--- src/hw/cmat_pkg.sv ---
package cmat_pkg;

  // Complex elements per vector, one row of the matrix
  localparam int LANES = 16;

  // Width of one real or imaginary component
  // Signed two's complement, results wrap modulo 2^COMP_W
  localparam int COMP_W = 16;

  // Input vector word order per element i:
  //   4i   a_re
  //   4i+1 a_im
  //   4i+2 b_re
  //   4i+3 b_im
  // Result vector word order per element i:
  //   2i   real part
  //   2i+1 imaginary part

  // Lane operation, applied to both components
  typedef enum logic {
    // result = a + b
    OP_ADD = 1'b0,
    // result = a - b
    OP_SUB = 1'b1
  } cplx_op_e;

endpackage
--- src/hw/complex_matrix_add.sv ---
module complex_matrix_add (
  input  logic                                               clk_i,
  input  logic                                               rst_n_i,
  input  logic                                               flush_i,
  // Input handshake
  input  logic                                               in_valid_i,
  output logic                                               in_ready_o,
  input  cmat_pkg::cplx_op_e                                 op_i,
  // Per element {b_im, b_re, a_im, a_re}
  input  logic [cmat_pkg::LANES*4-1:0][cmat_pkg::COMP_W-1:0] operands_i,
  // Output handshake
  output logic                                               out_valid_o,
  input  logic                                               out_ready_i,
  // Per element {im, re}
  output logic [cmat_pkg::LANES*2-1:0][cmat_pkg::COMP_W-1:0] result_o,
  // Any stage holds a vector
  output logic                                               busy_o
);
  import cmat_pkg::*;

  logic                             lane_valid;
  cplx_op_e                         lane_op;
  logic [LANES*4-1:0][COMP_W-1:0]   lane_operands;
  logic [LANES-1:0]                 lane_ready;
  logic                             all_ready;
  logic [LANES-1:0]                 lane_res_valid;
  logic [LANES*2-1:0][COMP_W-1:0]   lane_res;
  logic [LANES-1:0]                 lane_busy;
  logic                             coll_ready;
  logic                             issue_busy;
  logic                             coll_busy;

  // Issue releases only when every lane can take the vector
  assign all_ready = &lane_ready;

  cmat_issue i_cmat_issue (
    .clk_i           (clk_i),
    .rst_n_i         (rst_n_i),
    .flush_i         (flush_i),
    .in_valid_i      (in_valid_i),
    .in_ready_o      (in_ready_o),
    .op_i            (op_i),
    .operands_i      (operands_i),
    .lane_valid_o    (lane_valid),
    .lane_op_o       (lane_op),
    .lane_operands_o (lane_operands),
    .all_ready_i     (all_ready),
    .busy_o          (issue_busy)
  );

  for (genvar i = 0; i < LANES; i++) begin : lane_gen
    cadd_lane i_cadd_lane (
      .clk_i       (clk_i),
      .rst_n_i     (rst_n_i),
      .flush_i     (flush_i),
      .valid_i     (lane_valid),
      .ready_o     (lane_ready[i]),
      .op_i        (lane_op),
      .a_re_i      (lane_operands[4*i]),
      .a_im_i      (lane_operands[4*i+1]),
      .b_re_i      (lane_operands[4*i+2]),
      .b_im_i      (lane_operands[4*i+3]),
      .valid_o     (lane_res_valid[i]),
      .out_ready_i (coll_ready),
      // Packed at 2i and 2i+1, no overlap between lanes
      .re_o        (lane_res[2*i]),
      .im_o        (lane_res[2*i+1]),
      .busy_o      (lane_busy[i])
    );
  end

  cmat_collect i_cmat_collect (
    .clk_i        (clk_i),
    .rst_n_i      (rst_n_i),
    .flush_i      (flush_i),
    .lane_valid_i (lane_res_valid),
    .lane_res_i   (lane_res),
    .lane_ready_o (coll_ready),
    .out_valid_o  (out_valid_o),
    .out_ready_i  (out_ready_i),
    .result_o     (result_o),
    .busy_o       (coll_busy)
  );

  assign busy_o = issue_busy || (|lane_busy) || coll_busy;

endmodule

--- src/hw/cmat_collect.sv ---
module cmat_collect (
  input  logic                                               clk_i,
  input  logic                                               rst_n_i,
  input  logic                                               flush_i,
  // Results from the lanes
  input  logic [cmat_pkg::LANES-1:0]                         lane_valid_i,
  input  logic [cmat_pkg::LANES*2-1:0][cmat_pkg::COMP_W-1:0] lane_res_i,
  // One ready shared by all lanes
  output logic                                               lane_ready_o,
  // Downstream handshake
  output logic                                               out_valid_o,
  input  logic                                               out_ready_i,
  output logic [cmat_pkg::LANES*2-1:0][cmat_pkg::COMP_W-1:0] result_o,
  output logic                                               busy_o
);

  logic all_valid;
  logic free;

  // Load only a complete row
  assign all_valid = &lane_valid_i;

  // Output register empty or drained on this edge
  assign free = !out_valid_o || out_ready_i;

  // High exactly on the load edge
  assign lane_ready_o = all_valid && free;

  always_ff @(posedge clk_i) begin
    if (!rst_n_i) begin
      out_valid_o <= 1'b0;
    end else if (flush_i) begin
      out_valid_o <= 1'b0;
    end else if (free) begin
      out_valid_o <= all_valid;
    end
  end

  // Whole row captured in one go
  always_ff @(posedge clk_i) begin
    if (lane_ready_o) begin
      result_o <= lane_res_i;
    end
  end

  assign busy_o = out_valid_o;

  // Downstream sees the same row until it takes it
  a_coll_hold: assert property (
    @(posedge clk_i) disable iff (!rst_n_i)
    out_valid_o && !out_ready_i && !flush_i |=> out_valid_o && $stable(result_o)
  );

endmodule

--- src/hw/cadd_lane.sv ---
module cadd_lane (
  input  logic                          clk_i,
  input  logic                          rst_n_i,
  input  logic                          flush_i,
  // Operand handshake from the issue stage
  input  logic                          valid_i,
  output logic                          ready_o,
  input  cmat_pkg::cplx_op_e            op_i,
  input  logic [cmat_pkg::COMP_W-1:0]   a_re_i,
  input  logic [cmat_pkg::COMP_W-1:0]   a_im_i,
  input  logic [cmat_pkg::COMP_W-1:0]   b_re_i,
  input  logic [cmat_pkg::COMP_W-1:0]   b_im_i,
  // Result handshake towards the collector
  output logic                          valid_o,
  input  logic                          out_ready_i,
  output logic [cmat_pkg::COMP_W-1:0]   re_o,
  output logic [cmat_pkg::COMP_W-1:0]   im_o,
  output logic                          busy_o
);
  import cmat_pkg::*;

  logic                 valid_q;
  logic [COMP_W-1:0]    re_d;
  logic [COMP_W-1:0]    im_d;
  logic [COMP_W-1:0]    re_q;
  logic [COMP_W-1:0]    im_q;

  // Two's complement add or subtract
  // Carry out of the top bit is dropped, so the result wraps
  always_comb begin
    if (op_i == OP_SUB) begin
      re_d = a_re_i - b_re_i;
      im_d = a_im_i - b_im_i;
    end else begin
      re_d = a_re_i + b_re_i;
      im_d = a_im_i + b_im_i;
    end
  end

  // Register empty or being drained this cycle
  assign ready_o = !valid_q || out_ready_i;

  always_ff @(posedge clk_i) begin
    if (!rst_n_i) begin
      valid_q <= 1'b0;
    end else if (flush_i) begin
      // In-flight result dropped
      valid_q <= 1'b0;
    end else if (ready_o) begin
      valid_q <= valid_i;
    end
  end

  // Result words only move on an operand transfer
  always_ff @(posedge clk_i) begin
    if (valid_i && ready_o) begin
      re_q <= re_d;
      im_q <= im_d;
    end
  end

  assign valid_o = valid_q;
  assign re_o    = re_q;
  assign im_o    = im_q;
  assign busy_o  = valid_q;

  // A held result only leaves through a transfer or a flush
  a_lane_valid_hold: assert property (
    @(posedge clk_i) disable iff (!rst_n_i)
    valid_o && !out_ready_i && !flush_i |=> valid_o
  );

endmodule

--- src/hw/cmat_issue.sv ---
module cmat_issue (
  input  logic                                          clk_i,
  input  logic                                          rst_n_i,
  input  logic                                          flush_i,
  // Upstream handshake
  input  logic                                          in_valid_i,
  output logic                                          in_ready_o,
  input  cmat_pkg::cplx_op_e                            op_i,
  input  logic [cmat_pkg::LANES*4-1:0][cmat_pkg::COMP_W-1:0] operands_i,
  // Broadcast to all lanes
  output logic                                          lane_valid_o,
  output cmat_pkg::cplx_op_e                            lane_op_o,
  output logic [cmat_pkg::LANES*4-1:0][cmat_pkg::COMP_W-1:0] lane_operands_o,
  // AND of every lane ready
  input  logic                                          all_ready_i,
  output logic                                          busy_o
);
  import cmat_pkg::*;

  logic                                 valid_q;
  cplx_op_e                             op_q;
  logic [LANES*4-1:0][COMP_W-1:0]       operands_q;
  logic                                 accept;

  // Entry free, or every lane takes it on this edge
  assign in_ready_o = !valid_q || all_ready_i;
  assign accept     = in_valid_i && in_ready_o;

  // Valid flag, flush wins over any transfer
  always_ff @(posedge clk_i) begin
    if (!rst_n_i) begin
      valid_q <= 1'b0;
    end else if (flush_i) begin
      valid_q <= 1'b0;
    end else if (in_ready_o) begin
      valid_q <= in_valid_i;
    end
  end

  // Payload, loaded only on an input transfer
  always_ff @(posedge clk_i) begin
    if (accept) begin
      op_q       <= op_i;
      operands_q <= operands_i;
    end
  end

  // Same vector and opcode to every lane
  assign lane_valid_o    = valid_q;
  assign lane_op_o       = op_q;
  assign lane_operands_o = operands_q;
  assign busy_o          = valid_q;

  // Lanes see a steady vector until all of them take it
  a_issue_hold: assert property (
    @(posedge clk_i) disable iff (!rst_n_i)
    lane_valid_o && !all_ready_i |=> $stable(lane_operands_o) && $stable(lane_op_o)
  );

endmodule

--- config.mk ---
export PLATFORM = sky130hd
export DESIGN_NAME = complex_matrix_add
export DESIGN_NICKNAME = d
export VERILOG_FILES = /design/src/hw/cmat_pkg.sv /design/src/hw/complex_matrix_add.sv /design/src/hw/cmat_collect.sv /design/src/hw/cadd_lane.sv /design/src/hw/cmat_issue.sv
export SDC_FILE = /design/constraint.sdc
export NUM_CORES = 2
export LEC_CHECK = 0
export BUFFER_PORTS_ARGS = -buffer_cell sky130_fd_sc_hd__buf_2
export CAP_MARGIN = 20
export CORE_AREA = 2 2 597 599
export CTS_CLUSTER_DIAMETER = 40
export CTS_CLUSTER_SIZE = 28
export DETAILED_ROUTE_END_ITERATION = 7
export DIE_AREA = 0 0 599 601
export GPL_ROUTABILITY_DRIVEN = 0
export GPL_TIMING_DRIVEN = 0
export SLEW_MARGIN = 20
export SYNTH_ARGS = -nofsm -noshare
export SYNTH_HDL_FRONTEND = slang
export SYNTH_SLANG_ARGS = --single-unit
--- constraint.sdc ---
create_clock -name clk_i -period 95.2 [get_ports clk_i]
set_input_delay 4.76 -clock clk_i [delete_from_list [all_inputs] [get_ports clk_i]]
set_output_delay 4.76 -clock clk_i [all_outputs]
set_load 0.005 [all_outputs]
==> results.txt <==
The largest individual stage delay along the critical path comes from the cell sky130_fd_sc_hd__nand2_1. The worst path buffer plus inverter count came out at 2. Counting flops with an async set or reset pin after synthesis yields a share of 0%. Entering global routing, the biggest net connects ~90 pins. The post-synthesis mux area share is less than 1%.

The max-capacitance violation count is 0. Across all layers, the routed design uses roughly 63000 vias. The post-route minimum period is 10.34 ns. In the global route stage, overall resource usage came out at 17.9%. Among the stages of the critical path, the cell type that occurs most often is sky130_fd_sc_hd__buf_2. The die width came out at 599 um.

The highest ir drop seen on vdd came out at 0.0202 mV. Once detail routing completed, the nets flagged for antenna violations numbered 0. The post-route netlist has 26.1% of its cells at a drive strength greater than 1. Pin placement for this block handled about 1500 I/O pins. The die height is 601 um. The number of buffers on the longest clock path is 4. STA classifies the critical path endpoint as a primary output.

The final cell utilization of the core came out at 34.7%. The flow ran to the end, and the final reports show no timing, DRC or antenna violations. The power density over the cells came out at 22.9 nW/um2. The CTS tree is built. Post-CTS repair changed the size of 0 cells.

The flop and latch count out of synthesis came out at approximately 2100. The setup path with the least slack is of type input port to primary output. The number of warnings printed during yosys synthesis came out at 0. In this run the tool buffered the top-level ports with 1544 buffer cells.

The via count of the first global-routing pass is 59697. The maximum clock skew at final layout is 0.0776 ns. Of all cell types, the one taking the most synthesized area is sky130_fd_sc_hd__edfxtp_1.

Summing the areas of all and, or, nand and nor instances in the mapped netlist gives under 10% of the synthesized area. Walking the worst path, the cells encountered are buf_2 > nand2b_1 > nand2_1 > nand3_1 > buf_2. The number of core rows came out at 219. The gate count of the mapped netlist came out at 6602. After Yosys synthesis, XOR and XNOR cells account for slightly below 8% of the synthesized area. By area the synthesized netlist is led by sky130_fd_sc_hd__edfxtp_1 (66%), sky130_fd_sc_hd__ha_1 (6.9%), sky130_fd_sc_hd__xnor2_1 (6.6%), sky130_fd_sc_hd__a21oi_1 (2.7%), sky130_fd_sc_hd__nor2_1 (2.4%). The number of hold-slack violations in the final timing report came out at 0. In this design, the stage delay of the slowest critical-path cell is 0.22 ns.

The share of synthesized area in the top cell type comes to 66.0%. By area, the combinational part of the netlist is dominated by compound AO/OA/AOI/OAI gates. The relative area change from synthesis to final layout is 31.7%. The area fraction in compound gates after synthesis came out at between 8 and 9%. The worst max-slew margin expressed relative to the limit came out at a little over a quarter. The count of flip-flops with a built-in enable after synthesis is about 2000. The fraction of the mapped netlist area in adder cells came out at 7.56%. At the pin with the least slew margin, the transition time is 1.10 ns. The clock-pin slew on the worst setup and hold paths came out at 0.05 ns. The net count of the finished layout came out at between 10000 and 15000.

The H-tree depth came out at 5. The routed wire length is 336 mm. The total setup violations reported at the end of the flow came out at 0. The proportion of synthesized chip area in sequential cells came out at 66.4%.

The worst setup path is launched from an input port. The critical path required time is 90.44 ns. The achievable frequency came out at 0.0968 GHz. Counting distinct cell types in the post-synthesis netlist gives 63. The wire length of the first global-routing pass came out at roughly 450 mm.

Summing internal, switching and leakage power gives 2810 uW. The effective utilization at floorplan came out at 26.3%. Using the TritonRoute via totals, the vias-per-cell ratio works out to around 4.6. The maximum net fanout on the critical path came out at 8. The leftover overflow at the end of global routing is 0. The wire-length estimate of the detail-placed layout is 271 mm. Among all flip-flop cells after synthesis, the most frequent one is sky130_fd_sc_hd__edfxtp_1.

The worst path arrival time is 5.58 ns. The number of buffers created by CTS came out at 350. CTS placed an instance of sky130_fd_sc_hd__clkbuf_16 at the clock tree root. The number of hold buffers added after CTS was 0.

The first TritonRoute pass finished after 6 iterations. The mapped netlist covers 93200 um2. The static leakage power came out at between 0.04 and 0.05 uW.

The post-synth net total is around 8000. For this design, the sink count on the clock tree is roughly 2100. The initial antenna violation count came out at roughly 220. The clock latency on the worst-skew pair came out at between 0.9 and 1 ns.

The share of the clock period used by the worst path came out at 10.9%. In the final timing run, aggregate negative setup slack is 0 ns. On the critical path the largest part of the delay comes from simple AND/OR/NAND/NOR gates. Final hold analysis gives a worst-case slack of 0.379 ns. In this run the cell area measured after placement is 110000 um2.

The number of setup buffers added after CTS is 0. The detailed router finished its first iteration with ~5700 violations. The die covers 360000 um2. The detailed-route DRC error count came out at 0. Setup repair after global routing left no endpoint under its margin. The final number of max-transition violations is 0. The total area inside the core boundary comes to 354000 um2. The per-cell routed wire length came out at between 20 and 25 um. Counting the fill cells in the layout gives 34431. The finished layout cell area is 123000 um2.

The path class of the tightest hold or removal check is flip-flop to flip-flop. A synthesized cell averages 14.1 um2.
synth_stat cells, types with 32 or more instances:
master and n:
sky130_fd_sc_hd__a21boi_0 40, sky130_fd_sc_hd__a21o_1 116, sky130_fd_sc_hd__a21oi_1 496, sky130_fd_sc_hd__a31oi_1 49, sky130_fd_sc_hd__clkbuf_1 58, sky130_fd_sc_hd__edfxtp_1 2049, sky130_fd_sc_hd__fa_1 32, sky130_fd_sc_hd__ha_1 512
sky130_fd_sc_hd__inv_1 356, sky130_fd_sc_hd__mux2i_1 32, sky130_fd_sc_hd__nand2_1 146, sky130_fd_sc_hd__nand2b_1 120, sky130_fd_sc_hd__nand3_1 43, sky130_fd_sc_hd__nor2_1 587, sky130_fd_sc_hd__nor2b_1 60, sky130_fd_sc_hd__nor3_1 130
sky130_fd_sc_hd__nor4_1 104, sky130_fd_sc_hd__nor4bb_1 34, sky130_fd_sc_hd__o211ai_1 44, sky130_fd_sc_hd__o21a_1 70, sky130_fd_sc_hd__o21ai_0 215, sky130_fd_sc_hd__o21bai_1 62, sky130_fd_sc_hd__o31ai_1 39, sky130_fd_sc_hd__or3_1 50
sky130_fd_sc_hd__xnor2_1 697, sky130_fd_sc_hd__xor2_1 138
area by class of cell:
cell class / count / area, um2 / area share [%]
Antenna cell: 177 / 443 / 0.361
Clock inverter: 281 / 3480 / 2.83
Clock buffer: 372 / 8900 / 7.25
Inverter: 356 / 1340 / 1.09
Multi-Input combinational cell: 4117 / 29900 / 24.4
Buffer: 62 / 262 / 0.213
Tap cell: 4751 / 5940 / 4.84
Sequential cell: 2067 / 61900 / 50.4
Timing Repair Buffer: 1654 / 10500 / 8.57
per-stage QoR:
stage | std cells | worst slack, ns
floorplan | 6602 | 32.09
global placement | 12897 | 1.19
detailed placement | 13006 | 84.88
CTS | 13659 | 84.87
global route | 13799 | 84.79
finish | 13837 | 84.86
where the power goes:
group          switching (uW)  internal (uW)
registers                28.4           1080
logic                     225            171
clock network             510            800
total                     763           2050
final timing paths:
| path | start | to | slack [ns] | cells past startpoint |
|---|---|---|---|---|
| worst min-delay path | lane_gen[7].i_cadd_lane.re_o[15] | i_cmat_collect.result_o[239] | 0.38 | 0 |
| worst min register to register | lane_gen[7].i_cadd_lane.re_o[15] | i_cmat_collect.result_o[239] | 0.38 | 0 |
| worst max-delay path | out_ready_i | in_ready_o | 84.86 | 5 |
| worst max register to register | i_cmat_issue.lane_op_o | lane_gen[13].i_cadd_lane.im_o[13] | 89.28 | 15 |
sequential cells by signal (all words and copies together), names as in the netlist:
register                      cells
i_cmat_issue.lane_operands_o   1024
i_cmat_collect.busy_o             1
lane_gen.i_cadd_lane.im_o       256
i_cmat_issue.lane_op_o            1
i_cmat_issue.busy_o               1
lane_gen.i_cadd_lane.busy_o      16
i_cmat_collect.result_o         512
lane_gen.i_cadd_lane.re_o       256
placed cells by master (no fill, tap or decap), types with 25 or more instances in the layout:
cell type | synthesis | routed
sky130_fd_sc_hd__a21oi_1 | 496 | 496
sky130_fd_sc_hd__clkbuf_16 | 0 | 352
sky130_fd_sc_hd__inv_8 | 0 | 31
sky130_fd_sc_hd__a211oi_1 | 26 | 26
sky130_fd_sc_hd__nand4_1 | 30 | 30
sky130_fd_sc_hd__fa_1 | 32 | 32
sky130_fd_sc_hd__clkinv_4 | 0 | 42
sky130_fd_sc_hd__clkbuf_1 | 58 | 60
sky130_fd_sc_hd__nor4bb_1 | 34 | 34
sky130_fd_sc_hd__or4_1 | 27 | 27
sky130_fd_sc_hd__clkinv_2 | 0 | 29
sky130_fd_sc_hd__xnor2_1 | 697 | 697
sky130_fd_sc_hd__clkinvlp_4 | 0 | 35
sky130_fd_sc_hd__buf_2 | 3 | 1547
sky130_fd_sc_hd__and2_1 | 25 | 25
sky130_fd_sc_hd__nor2b_1 | 60 | 60
sky130_fd_sc_hd__nand2_1 | 146 | 146
sky130_fd_sc_hd__o21ai_0 | 215 | 215
sky130_fd_sc_hd__edfxtp_1 | 2049 | 2049
sky130_fd_sc_hd__bufinv_16 | 0 | 35
sky130_fd_sc_hd__a21o_1 | 116 | 116
sky130_fd_sc_hd__o21bai_1 | 62 | 62
sky130_fd_sc_hd__nor3_1 | 130 | 130
sky130_fd_sc_hd__ha_1 | 512 | 512
sky130_fd_sc_hd__nor2_1 | 587 | 587
sky130_fd_sc_hd__nor4_1 | 104 | 104
sky130_fd_sc_hd__buf_16 | 0 | 85
sky130_fd_sc_hd__xor2_1 | 138 | 136
sky130_fd_sc_hd__or3_1 | 50 | 50
sky130_fd_sc_hd__diode_2 | 0 | 177
sky130_fd_sc_hd__nand2b_1 | 120 | 120
sky130_fd_sc_hd__and3_1 | 31 | 31
sky130_fd_sc_hd__mux2i_1 | 32 | 32
sky130_fd_sc_hd__nand3_1 | 43 | 43
sky130_fd_sc_hd__o211ai_1 | 44 | 44
sky130_fd_sc_hd__inv_1 | 356 | 355
sky130_fd_sc_hd__inv_6 | 0 | 55
sky130_fd_sc_hd__o31ai_1 | 39 | 39
sky130_fd_sc_hd__o21a_1 | 70 | 70
sky130_fd_sc_hd__a31oi_1 | 49 | 48
cell families (layout without fill, tap and decap cells):
| family | Yosys count | in the layout |
|---|---|---|
| and+or+nand+nor | 1442 | 1442 |
| other | 0 | 177 |
| xor gates and xnor gates | 835 | 835 |
| AOI/OAI and AO/OA | 1263 | 1263 |
| muxes | 33 | 33 |
| adders and majority gates | 544 | 544 |
| buffers and inverters | 418 | 2725 |
| DFF | 2067 | 2067 |
layer usage:
metal / wire, um / global-route usage [%]
met5: 205 / 0
met2: 161000 / 30.0
met3: 24300 / 3.76
met4: 20600 / 9.97
met1: 130000 / 21.4
Note: power is estimated with default switching activity, not from simulation.
